### src/logic/rs_station_pkg.sv
// reservation station shared types
package rs_station_pkg;

	////////////////////////////////////////
	// sizes

	localparam int RS_SIZE = 8;	// entries in the station
	localparam int NUM_PORTS = 4;	// issue ports, mult/add/mult/add
	localparam int DATA_W = 64;
	localparam int PRF_TAG_W = 6;
	localparam int ROB_IDX_W = 6;
	localparam int OP_TYPE_W = 6;

	// msb of the rob index tells the thread, 0 is thread 1
	localparam int THREAD_BIT = ROB_IDX_W - 1;

	////////////////////////////////////////
	// field types

	// operand value, holds the source tag in its low bits while not valid
	typedef logic [DATA_W-1:0] data_t;

	typedef logic [PRF_TAG_W-1:0] prf_tag_t;	// physical register tag
	typedef logic [ROB_IDX_W-1:0] rob_idx_t;	// includes the thread bit
	typedef logic [OP_TYPE_W-1:0] op_type_t;	// carried to the unit unchanged
	typedef logic [RS_SIZE-1:0] rs_mask_t;	// one bit per entry

	////////////////////////////////////////
	// unit kinds

	// even ports take multiplies, odd ports take adds
	typedef enum logic
	{
		FU_MULT = 1'b0,
		FU_ADD = 1'b1
	} fu_kind_e;

endpackage

### src/logic/rs_station_ifs.sv
// reservation station interfaces

// two result broadcast buses, bus 1 wins on equal tags
interface rs_result_if;
	rs_station_pkg::prf_tag_t res1_tag;
	rs_station_pkg::data_t res1_data;
	logic res1_valid;
	rs_station_pkg::prf_tag_t res2_tag;
	rs_station_pkg::data_t res2_data;
	logic res2_valid;

	modport listen (input res1_tag, res1_data, res1_valid, res2_tag, res2_data, res2_valid);
endinterface


### src/logic/rs_dispatch.sv
// dispatch forwarding and allocation
module rs_dispatch
(
	rs_result_if.listen res,
	input rs_station_pkg::rs_mask_t free_mask,	// from the entry array

	input logic load_1,
	input rs_station_pkg::data_t opa_1,
	input rs_station_pkg::data_t opb_1,
	input logic opa_valid_1,
	input logic opb_valid_1,
	input rs_station_pkg::prf_tag_t dest_1,
	input rs_station_pkg::rob_idx_t rob_idx_1,
	input rs_station_pkg::op_type_t op_type_1,
	input rs_station_pkg::fu_kind_e kind_1,

	input logic load_2,
	input rs_station_pkg::data_t opa_2,
	input rs_station_pkg::data_t opb_2,
	input logic opa_valid_2,
	input logic opb_valid_2,
	input rs_station_pkg::prf_tag_t dest_2,
	input rs_station_pkg::rob_idx_t rob_idx_2,
	input rs_station_pkg::op_type_t op_type_2,
	input rs_station_pkg::fu_kind_e kind_2,

	output rs_station_pkg::rs_mask_t load_mask_1,	// one-hot or zero
	output rs_station_pkg::rs_mask_t load_mask_2,
	output rs_station_pkg::data_t fwd_opa_1,
	output rs_station_pkg::data_t fwd_opb_1,
	output rs_station_pkg::data_t fwd_opa_2,
	output rs_station_pkg::data_t fwd_opb_2,
	output logic fwd_opa_valid_1,
	output logic fwd_opb_valid_1,
	output logic fwd_opa_valid_2,
	output logic fwd_opb_valid_2,
	output rs_station_pkg::prf_tag_t ld_dest_1,
	output rs_station_pkg::rob_idx_t ld_rob_idx_1,
	output rs_station_pkg::op_type_t ld_op_type_1,
	output rs_station_pkg::fu_kind_e ld_kind_1,
	output rs_station_pkg::prf_tag_t ld_dest_2,
	output rs_station_pkg::rob_idx_t ld_rob_idx_2,
	output rs_station_pkg::op_type_t ld_op_type_2,
	output rs_station_pkg::fu_kind_e ld_kind_2,
	output logic rs_full,
	output logic rs_one_left
);

	rs_station_pkg::data_t [3:0] op_in;	// opa_1, opb_1, opa_2, opb_2
	rs_station_pkg::data_t [3:0] op_out;
	logic [3:0] vld_in;
	logic [3:0] vld_out;
	logic [3:0] hit1;
	logic [3:0] hit2;
	rs_station_pkg::rs_mask_t first_free;
	rs_station_pkg::rs_mask_t rest_free;
	rs_station_pkg::rs_mask_t second_free;

	assign op_in = {opb_2, opa_2, opb_1, opa_1};
	assign vld_in = {opb_valid_2, opa_valid_2, opb_valid_1, opa_valid_1};

	////////////////////////////////////////
	// same-cycle forwarding

	always_comb
	begin
		for (int i = 0; i < 4; i++)
		begin
			hit1[i] = res.res1_valid && (op_in[i][rs_station_pkg::PRF_TAG_W-1:0] == res.res1_tag);
			hit2[i] = res.res2_valid && (op_in[i][rs_station_pkg::PRF_TAG_W-1:0] == res.res2_tag);
			op_out[i] = op_in[i];
			vld_out[i] = vld_in[i];
			if (!vld_in[i] && hit1[i])
			begin
				op_out[i] = res.res1_data;
				vld_out[i] = 1'b1;
			end
			else if (!vld_in[i] && hit2[i])
			begin
				op_out[i] = res.res2_data;
				vld_out[i] = 1'b1;
			end
		end
	end

	assign fwd_opa_1 = op_out[0];
	assign fwd_opb_1 = op_out[1];
	assign fwd_opa_2 = op_out[2];
	assign fwd_opb_2 = op_out[3];
	assign fwd_opa_valid_1 = vld_out[0];
	assign fwd_opb_valid_1 = vld_out[1];
	assign fwd_opa_valid_2 = vld_out[2];
	assign fwd_opb_valid_2 = vld_out[3];

	// fields that need no forwarding go straight to the entries
	assign ld_dest_1 = dest_1;
	assign ld_rob_idx_1 = rob_idx_1;
	assign ld_op_type_1 = op_type_1;
	assign ld_kind_1 = kind_1;
	assign ld_dest_2 = dest_2;
	assign ld_rob_idx_2 = rob_idx_2;
	assign ld_op_type_2 = op_type_2;
	assign ld_kind_2 = kind_2;

	////////////////////////////////////////
	// slot allocation

	assign first_free = free_mask & (~free_mask + 1'b1);	// lowest set bit
	assign rest_free = free_mask & ~first_free;
	assign second_free = rest_free & (~rest_free + 1'b1);

	// slot 2 always takes the next-lowest, so it needs two free entries
	assign load_mask_1 = load_1 ? first_free : '0;
	assign load_mask_2 = load_2 ? second_free : '0;

	assign rs_full = (free_mask == '0);
	assign rs_one_left = (free_mask != '0) && (rest_free == '0);

endmodule

### src/flat_wrapper.sv
// flat-port wrapper written by rule: the top's interface ports become plain ports
module rs_dispatch_flat 
  (free_mask, load_1, opa_1, opb_1, opa_valid_1, opb_valid_1, dest_1, rob_idx_1, op_type_1, kind_1, load_2, opa_2, opb_2, opa_valid_2, opb_valid_2, dest_2, rob_idx_2, op_type_2, kind_2, load_mask_1, load_mask_2, fwd_opa_1, fwd_opb_1, fwd_opa_2, fwd_opb_2, fwd_opa_valid_1, fwd_opb_valid_1, fwd_opa_valid_2, fwd_opb_valid_2, ld_dest_1, ld_rob_idx_1, ld_op_type_1, ld_kind_1, ld_dest_2, ld_rob_idx_2, ld_op_type_2, ld_kind_2, rs_full, rs_one_left, res_res1_tag, res_res1_data, res_res1_valid, res_res2_tag, res_res2_data, res_res2_valid);
  rs_result_if res_i ();
  input rs_station_pkg::rs_mask_t free_mask;
  input logic load_1;
  input rs_station_pkg::data_t opa_1;
  input rs_station_pkg::data_t opb_1;
  input logic opa_valid_1;
  input logic opb_valid_1;
  input rs_station_pkg::prf_tag_t dest_1;
  input rs_station_pkg::rob_idx_t rob_idx_1;
  input rs_station_pkg::op_type_t op_type_1;
  input rs_station_pkg::fu_kind_e kind_1;
  input logic load_2;
  input rs_station_pkg::data_t opa_2;
  input rs_station_pkg::data_t opb_2;
  input logic opa_valid_2;
  input logic opb_valid_2;
  input rs_station_pkg::prf_tag_t dest_2;
  input rs_station_pkg::rob_idx_t rob_idx_2;
  input rs_station_pkg::op_type_t op_type_2;
  input rs_station_pkg::fu_kind_e kind_2;
  output rs_station_pkg::rs_mask_t load_mask_1;
  output rs_station_pkg::rs_mask_t load_mask_2;
  output rs_station_pkg::data_t fwd_opa_1;
  output rs_station_pkg::data_t fwd_opb_1;
  output rs_station_pkg::data_t fwd_opa_2;
  output rs_station_pkg::data_t fwd_opb_2;
  output logic fwd_opa_valid_1;
  output logic fwd_opb_valid_1;
  output logic fwd_opa_valid_2;
  output logic fwd_opb_valid_2;
  output rs_station_pkg::prf_tag_t ld_dest_1;
  output rs_station_pkg::rob_idx_t ld_rob_idx_1;
  output rs_station_pkg::op_type_t ld_op_type_1;
  output rs_station_pkg::fu_kind_e ld_kind_1;
  output rs_station_pkg::prf_tag_t ld_dest_2;
  output rs_station_pkg::rob_idx_t ld_rob_idx_2;
  output rs_station_pkg::op_type_t ld_op_type_2;
  output rs_station_pkg::fu_kind_e ld_kind_2;
  output logic rs_full;
  output logic rs_one_left;
  input wire logic [$bits(res_i.res1_tag)-1:0] res_res1_tag;
  input wire logic [$bits(res_i.res1_data)-1:0] res_res1_data;
  input wire logic [$bits(res_i.res1_valid)-1:0] res_res1_valid;
  input wire logic [$bits(res_i.res2_tag)-1:0] res_res2_tag;
  input wire logic [$bits(res_i.res2_data)-1:0] res_res2_data;
  input wire logic [$bits(res_i.res2_valid)-1:0] res_res2_valid;
  assign res_i.res1_tag = res_res1_tag;
  assign res_i.res1_data = res_res1_data;
  assign res_i.res1_valid = res_res1_valid;
  assign res_i.res2_tag = res_res2_tag;
  assign res_i.res2_data = res_res2_data;
  assign res_i.res2_valid = res_res2_valid;
  rs_dispatch u_core (.res(res_i), .free_mask(free_mask), .load_1(load_1), .opa_1(opa_1), .opb_1(opb_1), .opa_valid_1(opa_valid_1), .opb_valid_1(opb_valid_1), .dest_1(dest_1), .rob_idx_1(rob_idx_1), .op_type_1(op_type_1), .kind_1(kind_1), .load_2(load_2), .opa_2(opa_2), .opb_2(opb_2), .opa_valid_2(opa_valid_2), .opb_valid_2(opb_valid_2), .dest_2(dest_2), .rob_idx_2(rob_idx_2), .op_type_2(op_type_2), .kind_2(kind_2), .load_mask_1(load_mask_1), .load_mask_2(load_mask_2), .fwd_opa_1(fwd_opa_1), .fwd_opb_1(fwd_opb_1), .fwd_opa_2(fwd_opa_2), .fwd_opb_2(fwd_opb_2), .fwd_opa_valid_1(fwd_opa_valid_1), .fwd_opb_valid_1(fwd_opb_valid_1), .fwd_opa_valid_2(fwd_opa_valid_2), .fwd_opb_valid_2(fwd_opb_valid_2), .ld_dest_1(ld_dest_1), .ld_rob_idx_1(ld_rob_idx_1), .ld_op_type_1(ld_op_type_1), .ld_kind_1(ld_kind_1), .ld_dest_2(ld_dest_2), .ld_rob_idx_2(ld_rob_idx_2), .ld_op_type_2(ld_op_type_2), .ld_kind_2(ld_kind_2), .rs_full(rs_full), .rs_one_left(rs_one_left));
endmodule
### config.mk
export PLATFORM = sky130hd
export DESIGN_NAME = rs_dispatch_flat
export DESIGN_NICKNAME = d
export VERILOG_FILES = /design/src/logic/rs_station_pkg.sv /design/src/logic/rs_station_ifs.sv /design/src/logic/rs_dispatch.sv /design/src/flat_wrapper.sv
export SDC_FILE = /design/constraint.sdc
export NUM_CORES = 1
export LEC_CHECK = 0
export BUFFER_PORTS_ARGS = -buffer_cell sky130_fd_sc_hd__buf_2
export CAP_MARGIN = 0
export CORE_AREA = 2 2 299 301
export DETAILED_ROUTE_END_ITERATION = 10
export DIE_AREA = 0 0 301 303
export PLACE_DENSITY = 0.42
export RECOVER_POWER = 100
export SLEW_MARGIN = 5
export SYNTH_ARGS = -nofsm -noshare
export SYNTH_HDL_FRONTEND = slang
export SYNTH_SLANG_ARGS = --single-unit
### constraint.sdc
create_clock -name vclk -period 1.4
set_clock_uncertainty 0.05 [all_clocks]
set_input_delay 0.07 -clock vclk [all_inputs]
set_output_delay 0.07 -clock vclk [all_outputs]
set_load 0.02 [all_outputs]
==> results by group <==
Status
  • Status: finished, violations left
  • Failing checks: negative setup slack

STA
  • Final Worst Setup Slack: -0.6702 ns
  • Fin crit share: 147.9%
  • Slew @ Worst Pin: 0.9766 ns
  • Slew Limit Fails: 0
  • Slew Limit Headroom: 34.89%
  • RSZ-0062 raised after global routing: true
  • Achievable Freq: just under 500 MHz
  • Final Hold Violating Endpoints: 0
  • # setup viols final: 269
  • Final worst path period need: 2.070 ns

Yosys
  • Synth Area per Inst: 5.907 um2
  • Top cells by area, synth: o41ai_1 (18%), a31oi_1 (17%), nor3_1 (14%)
  • Area leader, netlist: o41ai_1
  • Synthesized area: approximately 9600 um2
  • Share of the synthesized area in the top cell type: approximately 18%
  • Distinct cells, synth: 45
  • Syn Inst Count: roughly 1600
  • Sequential area share after synthesis: 0%
  • Mapped Nets: 2071
  • Synth Warn #: 0

Placed design
  • DP Cell Count: between 3000 and 4000
  • Port buffer count: 689
  • Routability-driven placement congestion ratio: about 0.89
  • Placed inst area: between 20000 and 25000 um2
  • Worst slack at placement: -1.172 ns
  • DP HPWL: 83.85 mm

Route
  • Drt drc: 0
  • Routed WL: roughly 130 mm
  • Wire per inst: between 30 and 40 um
  • Post-DR vias/cell: 5.432
  • Iter 0 DRT Violations: 1554
  • Final ANT Viol Nets: 0
  • Via count: 20270
  • Iteration count of the initial detailed-routing pass: 5

Die
  • Area of the core: slightly below 90000 um2
  • Effective utilization at floorplan: 10.89%
  • FP Rows: around 110
  • Die H: just over 300 um
  • Die area: 91200 um2
  • Die width: around 300 um
  • I/O Pins: around 770

Final layout
  • Area delta synth->final: 203.1%
  • Fin area: slightly below 30000 um2
  • Clock buffer cells: 0
  • Commonest non-fill, non-tap cell in the layout: buf_2
  • Seq_cells: 0
  • Share of layout cells above drive strength 1: roughly 74%
  • Most frequent cells in the layout: buf_2 (499), buf_4 (408), nor3_1 (239)
  • Layout Nets: between 3000 and 4000
  • Final Non-Filler Cells: 3731
  • Register Area: 0 um2

Worst setup path
  • Startpoint Class: input pin
  • Critical path endpoint category: primary output
  • Worst path slowest cell: or4_4
  • Crit path kind: input pin to primary output
  • Worst Setup SP: opb_2[2]
  • Worst path cell trace: buf_2 > xor2_1 > or4_4 > buf_12 > o21ai_4 > a31oi_4 > buf_4
  • Req. time, crit path: between 1 and 1.5 ns
  • CP max stage delay: around 0.56 ns
  • CP Max Fanout: ~40
  • WP data arrival: about 2.0 ns
  • Setup crit end: fwd_opb_2[41]

Pwr
  • Max rail drop VDD: between 0.15 and 0.2 mV
  • Cell Pwr Density: between 300 and 400 nW/um2
  • Leak: around 12 nW

GRT
  • Largest net degree at the start of global routing: between 50 and 60
  • Antenna violations before repair: 12
  • Wire length of the first global-routing pass: between 150 and 200 mm
  • Total GRT Usage: between 20% and 30%
  • Vias in the first global route: between 20000 and 25000
  • GRT overflow: 0

CTS
  • Hold_buf cts: 0

Min path
  • Worst Hold Depth: 0
  • Worst Hold Class: input pin to primary output

Job
  • Max Cap Viol: 0
## critical path, delay by kind of cell
family / cells / cell delay (ns)
compound gates: 2 / 0.41
xor+xnor: 1 / 0.21
simple gates: 1 / 0.56
buf+inv: 3 / 0.48
## report_power, final
group | switching, mW | internal, mW
clock | 0 | 0.000000608
combinational | 6.46 | 4.77
sequential | 0 | 0
## cell type report
cell class / count / area, um2
Tap cell: 1165 / 1458
Antenna cell: 6 / 15.01
Fill cell: 8950 / 58950
Inverter: 5 / 18.77
Multi-Input combinational cell: 1302 / 16050
Timing Repair Buffer: 1253 / 11470
## kinds of logic (layout without fill, tap and decap cells)
| family | count (synthesis) | count (layout) | synth area share (%) |
|---|---|---|---|
| AO/OA/AOI/OAI | 528 | 528 | 38.83 |
| XOR/XNOR | 43 | 43 | 3.933 |
| adder cells (fa/ha/maj) | 1 | 1 | 0.1045 |
| buffers and inverters | 320 | 1258 | 14.52 |
| other | 1 | 7 | 0.03916 |
| AND/OR/NAND/NOR | 728 | 729 | 42.57 |
## through the flow
step | power, mW | util (%) | hold slack [ns] | TNS [ns]
after floorplan | 4.316 | - | 0.1256 | -44.43
after global placement | 8.097 | 25.92 | 0.09014 | -175.80
after detailed placement | 8.154 | 25.92 | 0.09014 | -177.23
after CTS | 10.01 | 29.95 | 0.09014 | -138.27
after global routing | 11.53 | 32.98 | 0.09003 | -151.59
final | 11.23 | 32.99 | 0.09001 | -145.55
## layer usage
layer	GRT usage [%]	share of wire, %	vias to the layer above
met5	0	0.032	-
met4	10.16	5.7	6
met3	3.129	6.5	346
met2	45.27	50	1222
met1	28.56	38	10140
li1	-	-	8549
## worst min path at each step
| stage | start | end |
|---|---|---|
| 3_5_place_dp | dest_1[0] | ld_dest_1[0] |
| 5_1_grt | dest_1[2] | ld_dest_1[2] |
| 4_1_cts | dest_1[0] | ld_dest_1[0] |
| 3_3_place_gp | dest_1[0] | ld_dest_1[0] |
| 2_1_floorplan | free_mask[7] | rs_full |
| 6_report | op_type_2[0] | ld_op_type_2[0] |
## cells in the mapped netlist, drive strengths merged (2+ instances only)
| cell type | count |
|---|---|
| nand4 | 134 |
| nor3 | 261 |
| xnor2 | 35 |
| nand2 | 70 |
| clkbuf | 254 |
| nand3b | 2 |
| a21oi | 2 |
| inv | 4 |
| and4 | 5 |
| and3 | 9 |
| a31oi | 257 |
| or2 | 5 |
| nand3 | 73 |
| o21ai | 69 |
| xor2 | 8 |
| nor2 | 7 |
| o41ai | 192 |
| or4 | 67 |
| o311ai | 2 |
| nand2b | 8 |
| buf | 61 |
| nor2b | 74 |
| nor4 | 6 |
| or3 | 3 |
## repair_timing
item                                   in CTS  in global routing
setup endpoints to repair                 267                267
gates resized for setup                   418                363
gates cloned                               29                 33
pin swaps                                 108                 91
setup buffers                              45                 54
endpoints found under the hold margin       0                  0
(Power assumes the default switching activity.)
