<file path="config.mk">
export PLATFORM = sky130hd
export DESIGN_NAME = rs_entry_array_flat
export DESIGN_NICKNAME = d
export VERILOG_FILES = /design/src/logic/rs_station_pkg.sv /design/src/logic/rs_station_ifs.sv /design/src/logic/rs_entry_array.sv /design/src/flat_wrapper.sv
export SDC_FILE = /design/constraint.sdc
export NUM_CORES = 2
export LEC_CHECK = 0
export BUFFER_PORTS_ARGS = -buffer_cell sky130_fd_sc_hd__buf_2
export CAP_MARGIN = 20
export CORE_AREA = 5 5 647 649
export CTS_CLUSTER_SIZE = 12
export DETAILED_ROUTE_END_ITERATION = 7
export DIE_AREA = 0 0 652 654
export GPL_ROUTABILITY_DRIVEN = 0
export PLACE_DENSITY_LB_ADDON = 0.3
export SLEW_MARGIN = 20
export SYNTH_ARGS = -nofsm -noshare
export SYNTH_HDL_FRONTEND = slang
export SYNTH_SLANG_ARGS = --single-unit
</file>
<file path="constraint.sdc">
create_clock -name clock -period 6.1 [get_ports clock]
set_clock_uncertainty 0.2 [all_clocks]
set_input_delay 0.915 -clock clock [delete_from_list [all_inputs] [get_ports clock]]
set_output_delay 0.915 -clock clock [all_outputs]
set_load 0.02 [all_outputs]
</file>
<file path="src/logic/rs_station_pkg.sv">
// reservation station shared types
package rs_station_pkg;

	////////////////////////////////////////
	// sizes

	localparam int RS_SIZE = 8;	// entries in the station
	localparam int NUM_PORTS = 4;	// issue ports, mult/add/mult/add
	localparam int DATA_W = 64;
	localparam int PRF_TAG_W = 6;
	localparam int ROB_IDX_W = 6;
	localparam int OP_TYPE_W = 6;

	// msb of the rob index tells the thread, 0 is thread 1
	localparam int THREAD_BIT = ROB_IDX_W - 1;

	////////////////////////////////////////
	// field types

	// operand value, holds the source tag in its low bits while not valid
	typedef logic [DATA_W-1:0] data_t;

	typedef logic [PRF_TAG_W-1:0] prf_tag_t;	// physical register tag
	typedef logic [ROB_IDX_W-1:0] rob_idx_t;	// includes the thread bit
	typedef logic [OP_TYPE_W-1:0] op_type_t;	// carried to the unit unchanged
	typedef logic [RS_SIZE-1:0] rs_mask_t;	// one bit per entry

	////////////////////////////////////////
	// unit kinds

	// even ports take multiplies, odd ports take adds
	typedef enum logic
	{
		FU_MULT = 1'b0,
		FU_ADD = 1'b1
	} fu_kind_e;

endpackage

</file>
<file path="src/logic/rs_station_ifs.sv">
// reservation station interfaces

// two result broadcast buses, bus 1 wins on equal tags
interface rs_result_if;
	rs_station_pkg::prf_tag_t res1_tag;
	rs_station_pkg::data_t res1_data;
	logic res1_valid;
	rs_station_pkg::prf_tag_t res2_tag;
	rs_station_pkg::data_t res2_data;
	logic res2_valid;

	modport listen (input res1_tag, res1_data, res1_valid, res2_tag, res2_data, res2_valid);
endinterface

// stored entries towards the issue selector
interface rs_issue_if;
	rs_station_pkg::rs_mask_t ready;	// busy with both operands valid
	rs_station_pkg::fu_kind_e [rs_station_pkg::RS_SIZE-1:0] kind;
	rs_station_pkg::data_t [rs_station_pkg::RS_SIZE-1:0] opa;
	rs_station_pkg::data_t [rs_station_pkg::RS_SIZE-1:0] opb;
	rs_station_pkg::prf_tag_t [rs_station_pkg::RS_SIZE-1:0] dest;
	rs_station_pkg::rob_idx_t [rs_station_pkg::RS_SIZE-1:0] rob_idx;
	rs_station_pkg::op_type_t [rs_station_pkg::RS_SIZE-1:0] op_type;
	rs_station_pkg::rs_mask_t issue_grant;	// strobe, entry freed next edge

	modport store
	(
		output ready, kind, opa, opb, dest, rob_idx, op_type,
		input issue_grant
	);

	modport select
	(
		input ready, kind, opa, opb, dest, rob_idx, op_type,
		output issue_grant
	);
endinterface

</file>
<file path="src/logic/rs_entry_array.sv">
// reservation station entry storage
module rs_entry_array
(
	input logic clock,
	input logic rst_n,
	rs_result_if.listen res,
	rs_issue_if.store iss,

	input rs_station_pkg::rs_mask_t load_mask_1,
	input rs_station_pkg::rs_mask_t load_mask_2,
	input rs_station_pkg::data_t fwd_opa_1,
	input rs_station_pkg::data_t fwd_opb_1,
	input rs_station_pkg::data_t fwd_opa_2,
	input rs_station_pkg::data_t fwd_opb_2,
	input logic fwd_opa_valid_1,
	input logic fwd_opb_valid_1,
	input logic fwd_opa_valid_2,
	input logic fwd_opb_valid_2,
	input rs_station_pkg::prf_tag_t dest_1,
	input rs_station_pkg::rob_idx_t rob_idx_1,
	input rs_station_pkg::op_type_t op_type_1,
	input rs_station_pkg::fu_kind_e kind_1,
	input rs_station_pkg::prf_tag_t dest_2,
	input rs_station_pkg::rob_idx_t rob_idx_2,
	input rs_station_pkg::op_type_t op_type_2,
	input rs_station_pkg::fu_kind_e kind_2,
	input logic flush_thread1,	// taken branch, thread 1
	input logic flush_thread2,

	output rs_station_pkg::rs_mask_t free_mask
);

	rs_station_pkg::rs_mask_t busy;
	rs_station_pkg::rs_mask_t opa_vld;
	rs_station_pkg::rs_mask_t opb_vld;
	rs_station_pkg::rs_mask_t flush_hit;
	rs_station_pkg::rs_mask_t a_hit1, a_hit2;
	rs_station_pkg::rs_mask_t b_hit1, b_hit2;
	rs_station_pkg::data_t [rs_station_pkg::RS_SIZE-1:0] opa_q;
	rs_station_pkg::data_t [rs_station_pkg::RS_SIZE-1:0] opb_q;
	rs_station_pkg::prf_tag_t [rs_station_pkg::RS_SIZE-1:0] dest_q;
	rs_station_pkg::rob_idx_t [rs_station_pkg::RS_SIZE-1:0] rob_idx_q;
	rs_station_pkg::op_type_t [rs_station_pkg::RS_SIZE-1:0] op_type_q;
	rs_station_pkg::fu_kind_e [rs_station_pkg::RS_SIZE-1:0] kind_q;

	////////////////////////////////////////
	// wakeup and flush matching

	always_comb
	begin
		for (int i = 0; i < rs_station_pkg::RS_SIZE; i++)
		begin
			a_hit1[i] = res.res1_valid && (opa_q[i][rs_station_pkg::PRF_TAG_W-1:0] == res.res1_tag);
			a_hit2[i] = res.res2_valid && (opa_q[i][rs_station_pkg::PRF_TAG_W-1:0] == res.res2_tag);
			b_hit1[i] = res.res1_valid && (opb_q[i][rs_station_pkg::PRF_TAG_W-1:0] == res.res1_tag);
			b_hit2[i] = res.res2_valid && (opb_q[i][rs_station_pkg::PRF_TAG_W-1:0] == res.res2_tag);
			// both flushes together hit every entry
			flush_hit[i] = rob_idx_q[i][rs_station_pkg::THREAD_BIT] ? flush_thread2 : flush_thread1;
		end
	end

	// a load wins over grant and flush, so dispatch during a flush is kept
	always_ff @(posedge clock)
	begin
		if (!rst_n)
			busy <= '0;
		else
		begin
			for (int i = 0; i < rs_station_pkg::RS_SIZE; i++)
			begin
				if (load_mask_1[i] || load_mask_2[i])
					busy[i] <= 1'b1;
				else if (iss.issue_grant[i] || flush_hit[i])
					busy[i] <= 1'b0;
			end
		end
	end

	always_ff @(posedge clock)
	begin
		for (int i = 0; i < rs_station_pkg::RS_SIZE; i++)
		begin
			if (load_mask_1[i])
			begin
				opa_q[i] <= fwd_opa_1;
				opb_q[i] <= fwd_opb_1;
				opa_vld[i] <= fwd_opa_valid_1;
				opb_vld[i] <= fwd_opb_valid_1;
				dest_q[i] <= dest_1;
				rob_idx_q[i] <= rob_idx_1;
				op_type_q[i] <= op_type_1;
				kind_q[i] <= kind_1;
			end
			else if (load_mask_2[i])
			begin
				opa_q[i] <= fwd_opa_2;
				opb_q[i] <= fwd_opb_2;
				opa_vld[i] <= fwd_opa_valid_2;
				opb_vld[i] <= fwd_opb_valid_2;
				dest_q[i] <= dest_2;
				rob_idx_q[i] <= rob_idx_2;
				op_type_q[i] <= op_type_2;
				kind_q[i] <= kind_2;
			end
			else
			begin
				if (!opa_vld[i] && (a_hit1[i] || a_hit2[i]))
				begin
					opa_q[i] <= a_hit1[i] ? res.res1_data : res.res2_data;	// bus 1 first
					opa_vld[i] <= 1'b1;
				end
				if (!opb_vld[i] && (b_hit1[i] || b_hit2[i]))
				begin
					opb_q[i] <= b_hit1[i] ? res.res1_data : res.res2_data;
					opb_vld[i] <= 1'b1;
				end
			end
		end
	end

	////////////////////////////////////////
	// towards issue

	assign iss.ready = busy & opa_vld & opb_vld;
	assign iss.kind = kind_q;
	assign iss.opa = opa_q;
	assign iss.opb = opb_q;
	assign iss.dest = dest_q;
	assign iss.rob_idx = rob_idx_q;
	assign iss.op_type = op_type_q;

	assign free_mask = ~busy;

endmodule

</file>
<file path="src/flat_wrapper.sv">
// flat-port wrapper written by rule: the top's interface ports become plain ports
module rs_entry_array_flat 
  (clock, rst_n, load_mask_1, load_mask_2, fwd_opa_1, fwd_opb_1, fwd_opa_2, fwd_opb_2, fwd_opa_valid_1, fwd_opb_valid_1, fwd_opa_valid_2, fwd_opb_valid_2, dest_1, rob_idx_1, op_type_1, kind_1, dest_2, rob_idx_2, op_type_2, kind_2, flush_thread1, flush_thread2, free_mask, res_res1_tag, res_res1_data, res_res1_valid, res_res2_tag, res_res2_data, res_res2_valid, iss_ready, iss_kind, iss_opa, iss_opb, iss_dest, iss_rob_idx, iss_op_type, iss_issue_grant);
  rs_result_if res_i ();
  rs_issue_if iss_i ();
  input logic clock;
  input logic rst_n;
  input rs_station_pkg::rs_mask_t load_mask_1;
  input rs_station_pkg::rs_mask_t load_mask_2;
  input rs_station_pkg::data_t fwd_opa_1;
  input rs_station_pkg::data_t fwd_opb_1;
  input rs_station_pkg::data_t fwd_opa_2;
  input rs_station_pkg::data_t fwd_opb_2;
  input logic fwd_opa_valid_1;
  input logic fwd_opb_valid_1;
  input logic fwd_opa_valid_2;
  input logic fwd_opb_valid_2;
  input rs_station_pkg::prf_tag_t dest_1;
  input rs_station_pkg::rob_idx_t rob_idx_1;
  input rs_station_pkg::op_type_t op_type_1;
  input rs_station_pkg::fu_kind_e kind_1;
  input rs_station_pkg::prf_tag_t dest_2;
  input rs_station_pkg::rob_idx_t rob_idx_2;
  input rs_station_pkg::op_type_t op_type_2;
  input rs_station_pkg::fu_kind_e kind_2;
  input logic flush_thread1;
  input logic flush_thread2;
  output rs_station_pkg::rs_mask_t free_mask;
  input wire logic [$bits(res_i.res1_tag)-1:0] res_res1_tag;
  input wire logic [$bits(res_i.res1_data)-1:0] res_res1_data;
  input wire logic [$bits(res_i.res1_valid)-1:0] res_res1_valid;
  input wire logic [$bits(res_i.res2_tag)-1:0] res_res2_tag;
  input wire logic [$bits(res_i.res2_data)-1:0] res_res2_data;
  input wire logic [$bits(res_i.res2_valid)-1:0] res_res2_valid;
  output wire logic [$bits(iss_i.ready)-1:0] iss_ready;
  output wire logic [$bits(iss_i.kind)-1:0] iss_kind;
  output wire logic [$bits(iss_i.opa)-1:0] iss_opa;
  output wire logic [$bits(iss_i.opb)-1:0] iss_opb;
  output wire logic [$bits(iss_i.dest)-1:0] iss_dest;
  output wire logic [$bits(iss_i.rob_idx)-1:0] iss_rob_idx;
  output wire logic [$bits(iss_i.op_type)-1:0] iss_op_type;
  input wire logic [$bits(iss_i.issue_grant)-1:0] iss_issue_grant;
  assign res_i.res1_tag = res_res1_tag;
  assign res_i.res1_data = res_res1_data;
  assign res_i.res1_valid = res_res1_valid;
  assign res_i.res2_tag = res_res2_tag;
  assign res_i.res2_data = res_res2_data;
  assign res_i.res2_valid = res_res2_valid;
  assign iss_ready = iss_i.ready;
  assign iss_kind = iss_i.kind;
  assign iss_opa = iss_i.opa;
  assign iss_opb = iss_i.opb;
  assign iss_dest = iss_i.dest;
  assign iss_rob_idx = iss_i.rob_idx;
  assign iss_op_type = iss_i.op_type;
  assign iss_i.issue_grant = iss_issue_grant;
  rs_entry_array u_core (.clock(clock), .rst_n(rst_n), .res(res_i), .iss(iss_i), .load_mask_1(load_mask_1), .load_mask_2(load_mask_2), .fwd_opa_1(fwd_opa_1), .fwd_opb_1(fwd_opb_1), .fwd_opa_2(fwd_opa_2), .fwd_opb_2(fwd_opb_2), .fwd_opa_valid_1(fwd_opa_valid_1), .fwd_opb_valid_1(fwd_opb_valid_1), .fwd_opa_valid_2(fwd_opa_valid_2), .fwd_opb_valid_2(fwd_opb_valid_2), .dest_1(dest_1), .rob_idx_1(rob_idx_1), .op_type_1(op_type_1), .kind_1(kind_1), .dest_2(dest_2), .rob_idx_2(rob_idx_2), .op_type_2(op_type_2), .kind_2(kind_2), .flush_thread1(flush_thread1), .flush_thread2(flush_thread2), .free_mask(free_mask));
endmodule
</file>
==> impl_metrics.prom <==
# TYPE chip_impl_metric gauge
chip_impl_metric{name="detailedRoute.firstPassIterationCount",unit=""} 8
chip_impl_metric{name="worstSkewPairLatency",unit="ns"} 0.87
chip_impl_metric{name="postRouteAntennaNets",unit=""} 0
chip_impl_metric{name="fraction_of_synthesized_cell_area_taken_by_the_top_area_cell_type",unit="%"} 48.84
chip_impl_metric{name="power.density",unit="nW/um^2"} 294.6
chip_impl_info{name="worst_r2r_endpoint",value="u_core.iss.opb[26]"} 1
chip_impl_metric{name="fillers",unit=""} 45010
chip_impl_metric{name="cp.arrival",unit="ns"} 3.86
chip_impl_metric{name="layout_area_growth_over_synthesis",unit="%"} 23.72
chip_impl_metric{name="finalHoldWorstSlack",unit="ns"} 0.1529
chip_impl_metric{name="htree_num_levels",unit=""} 4
chip_impl_metric{name="cts_made_buffers",unit=""} 165
chip_impl_info{name="yosysMostFrequentCell",value="sky130_fd_sc_hd__edfxtp_1"} 1
chip_impl_metric{name="core.rowCount",unit=""} 236
chip_impl_metric{name="cts_sinks",unit=""} 1200
chip_impl_info{name="hold_path.class",value="in2reg"} 1
chip_impl_metric{name="detailedPlacementHpwl",unit="mm"} 368.1
chip_impl_metric{name="synth_warnings",unit=""} 0
chip_impl_metric{name="totalWireLength",unit="mm"} 526.4
chip_impl_metric{name="grt_util_all_layers",unit="%"} 23.34
chip_impl_info{name="ys_dominant_reg_cell",value="sky130_fd_sc_hd__edfxtp_1"} 1
chip_impl_metric{name="critical_path_peak_fanout",unit=""} 30
chip_impl_metric{name="syn_avg_cell_area",unit="sq um"} 9.685
chip_impl_metric{name="cts-hold-fix-buffers",unit=""} 0
chip_impl_info{name="outcome",value="complete, no violations"} 1
chip_impl_info{name="root_buffer",value="sky130_fd_sc_hd__clkbuf_16"} 1
chip_impl_metric{name="setup_tns_after_final_layout",unit="ns"} 0
chip_impl_metric{name="post_cts.resized_instances",unit=""} 0
chip_impl_info{name="timing_worst_setup_path_type",value="reg2reg"} 1
chip_impl_metric{name="timing.final.ws_setup",unit="ns"} 2.551
chip_impl_metric{name="core_area",unit="sq um"} 411900
chip_impl_metric{name="floorplan.die.width",unit="um"} 652
chip_impl_metric{name="count_of_flip_flops_with_a_built_in_enable_after_synthesis",unit=""} 1192
chip_impl_info{name="worstSetupStartpoint",value="u_core.iss.opb[1]"} 1
chip_impl_metric{name="synth.lib_cells_used.distinct",unit=""} 30
chip_impl_metric{name="antenna_found_initial",unit=""} 109
chip_impl_metric{name="period_minus_slack",unit="ns"} 3.549
chip_impl_metric{name="final_max_slew_viol_count",unit=""} 0
chip_impl_metric{name="design.die.area",unit="sq um"} 426400
chip_impl_metric{name="number_of_instances_on_the_worst_hold_path",unit=""} 3
chip_impl_info{name="hold_start",value="iss_issue_grant[1]"} 1
chip_impl_metric{name="grt_pass1_wl",unit="mm"} 672.7
chip_impl_metric{name="synth_seq_cells",unit=""} 1200
chip_impl_info{name="synthTopCellsByArea",value="sky130_fd_sc_hd__edfxtp_1 (49%), sky130_fd_sc_hd__mux2i_1 (14%), sky130_fd_sc_hd__o21ai_1 (7.1%)"} 1
chip_impl_info{name="element_type_at_the_critical_path_start",value="register"} 1
chip_impl_metric{name="fp.dieH",unit="um"} 654
chip_impl_metric{name="dp_worst_setup_slack",unit="ns"} 1.779
chip_impl_metric{name="final_hold_viol_count",unit=""} 0
chip_impl_metric{name="first_global_vias",unit=""} 64170
chip_impl_metric{name="detail_route.vias_per_cell",unit=""} 4.949
chip_impl_metric{name="syn_nets",unit=""} 8036
chip_impl_metric{name="max_freq",unit="MHz"} 281.8
chip_impl_metric{name="synth_async_sr_flop_share",unit="%"} 0
chip_impl_metric{name="placed_area",unit="sq um"} 85410
chip_impl_metric{name="initial_cell_density_of_the_core",unit="%"} 17.79
chip_impl_info{name="cts_tree",value="yes"} 1
chip_impl_metric{name="period_share",unit="%"} 58.18
chip_impl_metric{name="remaining_drc_errors",unit=""} 0
chip_impl_metric{name="synth.cell_area",unit="sq um"} 73290
chip_impl_metric{name="rr_worst_depth",unit=""} 6
chip_impl_info{name="setup_repair_after_global_routing_missed_its_margin",value="false"} 1
chip_impl_metric{name="fraction_of_final_layout_cells_with_drive_strength_greater_than_1",unit="%"} 25.32
chip_impl_metric{name="clockBufferDepth",unit=""} 4
chip_impl_metric{name="via_count",unit=""} 70330
chip_impl_metric{name="initialDrtViolationCount",unit=""} 10280
chip_impl_metric{name="final_cell_area",unit="sq um"} 90680
chip_impl_metric{name="clk_pin_slew_worst_paths",unit="ns"} 0.06
chip_impl_metric{name="setup_viol",unit=""} 0
chip_impl_metric{name="timing_worst_slew_pin_value",unit="ns"} 1.148
chip_impl_metric{name="final_core_utilization",unit="%"} 22.01
chip_impl_info{name="crit-reg2reg-launch",value="u_core.iss.opb[1]"} 1
chip_impl_info{name="post-synth-top-area-cell",value="sky130_fd_sc_hd__edfxtp_1"} 1
chip_impl_metric{name="timing.slew.headroom",unit="%"} 23.48
chip_impl_info{name="min_delay_worst_endpoint",value="u_core.busy[1]"} 1
chip_impl_info{name="timing.critical_path.to_type",value="register"} 1
chip_impl_metric{name="cellLeakagePower",unit="uW"} 0.03247
chip_impl_metric{name="worstPathRequired",unit="ns"} 6.41
chip_impl_metric{name="synth.yosys.seq_area_share",unit="%"} 49.06
chip_impl_metric{name="maxCapViolations",unit=""} 0
chip_impl_metric{name="power.ir.vdd_worst",unit="mV"} 0.1963
chip_impl_metric{name="r2r_setup_slack",unit="ns"} 2.55
chip_impl_metric{name="num-nets-final",unit=""} 9022
chip_impl_metric{name="placement.io_buffers",unit=""} 1659
chip_impl_metric{name="pin_count_of_the_biggest_net_entering_global_routing",unit=""} 152
chip_impl_metric{name="route.detailed.wl_per_inst",unit="um"} 37.04
chip_impl_metric{name="boundaryPins",unit=""} 1660
chip_impl_metric{name="post_cts_buffers",unit=""} 0
chip_impl_info{name="ys_top_cells_by_count",value="sky130_fd_sc_hd__edfxtp_1 (1192), sky130_fd_sc_hd__o21ai_1 (1040), sky130_fd_sc_hd__mux2i_1 (1024), sky130_fd_sc_hd__nor2_1 (923), sky130_fd_sc_hd__a21oi_1 (899)"} 1
chip_impl_metric{name="synth_cells",unit=""} 7568
chip_impl_metric{name="grt_overflow",unit=""} 0
worst max path at each step:
stage	end	slack, ns	depth (start not counted)
after floorplan	u_core.iss.opa[320]	0.39	8
after global placement	u_core.iss.opb[28]	1.74	7
after detailed placement	u_core.iss.opb[28]	1.78	7
after CTS	u_core.iss.opb[28]	2.56	6
after global routing	u_core.iss.opb[28]	2.49	6
final	u_core.iss.opb[26]	2.55	6
cell usage in the layout, fill, tap and decap left out, types with 29 or more instances in the layout:
cell type	netlist	final
sky130_fd_sc_hd__buf_2	119	1644
sky130_fd_sc_hd__edfxtp_1	1192	1192
sky130_fd_sc_hd__mux2i_1	1024	1024
sky130_fd_sc_hd__o21ai_1	1040	1024
sky130_fd_sc_hd__nor2_1	923	922
sky130_fd_sc_hd__a21oi_1	899	899
sky130_fd_sc_hd__nand2_1	883	883
sky130_fd_sc_hd__clkbuf_16	0	166
sky130_fd_sc_hd__a22oi_1	141	141
sky130_fd_sc_hd__mux2_2	125	125
sky130_fd_sc_hd__buf_4	16	97
sky130_fd_sc_hd__xor2_1	96	96
sky130_fd_sc_hd__xnor2_1	96	96
sky130_fd_sc_hd__diode_2	0	64
sky130_fd_sc_hd__buf_12	21	47
sky130_fd_sc_hd__mux2_1	35	35
sky130_fd_sc_hd__nand4_1	32	32
sky130_fd_sc_hd__clkbuf_1	539	31
sky130_fd_sc_hd__clkinv_1	0	29
metal layers:
layer,global-route usage (%),vias up,part of all wire [%]
met5,0,-,0.040
met4,12.58,32,6.6
met3,6.327,1057,10
met2,36.07,5046,44
met1,29.56,35400,39
li1,-,28800,-
per-stage QoR:
stage | total power, uW | cells
after floorplan | 13730 | 7568
after detailed placement | 16930 | 13860
final | 26710 | 14210
after global routing | 27420 | 14180
after global placement | 16920 | 13860
after CTS | 26840 | 14150
logic make-up after synthesis:
| family | share of synthesized area (%) |
|---|---|
| AOI/OAI and AO/OA | 14.77 |
| muxes | 16.44 |
| and+or+nand+nor | 10.38 |
| DFF | 49.06 |
| buffers and inverters | 7.057 |
| xor gates and xnor gates | 2.294 |
critical path: stages, from the launching register on:
cell                       delay (ns)
sky130_fd_sc_hd__edfxtp_1        0.58
sky130_fd_sc_hd__xnor2_1         0.23
sky130_fd_sc_hd__nand4_1         0.10
sky130_fd_sc_hd__nor4_1          0.81
sky130_fd_sc_hd__nor2_1          0.17
sky130_fd_sc_hd__o21ai_4         0.68
sky130_fd_sc_hd__buf_12          0.30
where the power goes:
group | internal, uW | switching (uW) | total [uW]
logic | 1520 | 4460 | 5980
clock network | 5500 | 4360 | 9860
registers | 10100 | 750 | 10900
layout make-up:
| class | count | area [sq um] | share of cell area, % |
|---|---|---|---|
| sequential | 1200 | 35950 | 39.65 |
| multi-input combinational | 5366 | 32370 | 35.69 |
| timing repair buffer | 1803 | 10110 | 11.15 |
| tap | 5474 | 6849 | 7.553 |
| clock buffer | 197 | 4270 | 4.709 |
| clock inverter | 89 | 840.8 | 0.9272 |
| antenna | 64 | 160.2 | 0.1766 |
| inverter | 18 | 127.6 | 0.1407 |
registers in the layout (all words and copies together) (netlist names):
register and cells:
u_core.iss.op_type 48, u_core.busy 8, u_core.iss.opa 512, u_core.iss.dest 48
u_core.iss.rob_idx 48, u_core.iss.kind 8, u_core.opb_vld 8, u_core.opa_vld 8
u_core.iss.opb 512
Note: power is estimated with default switching activity, not from simulation.
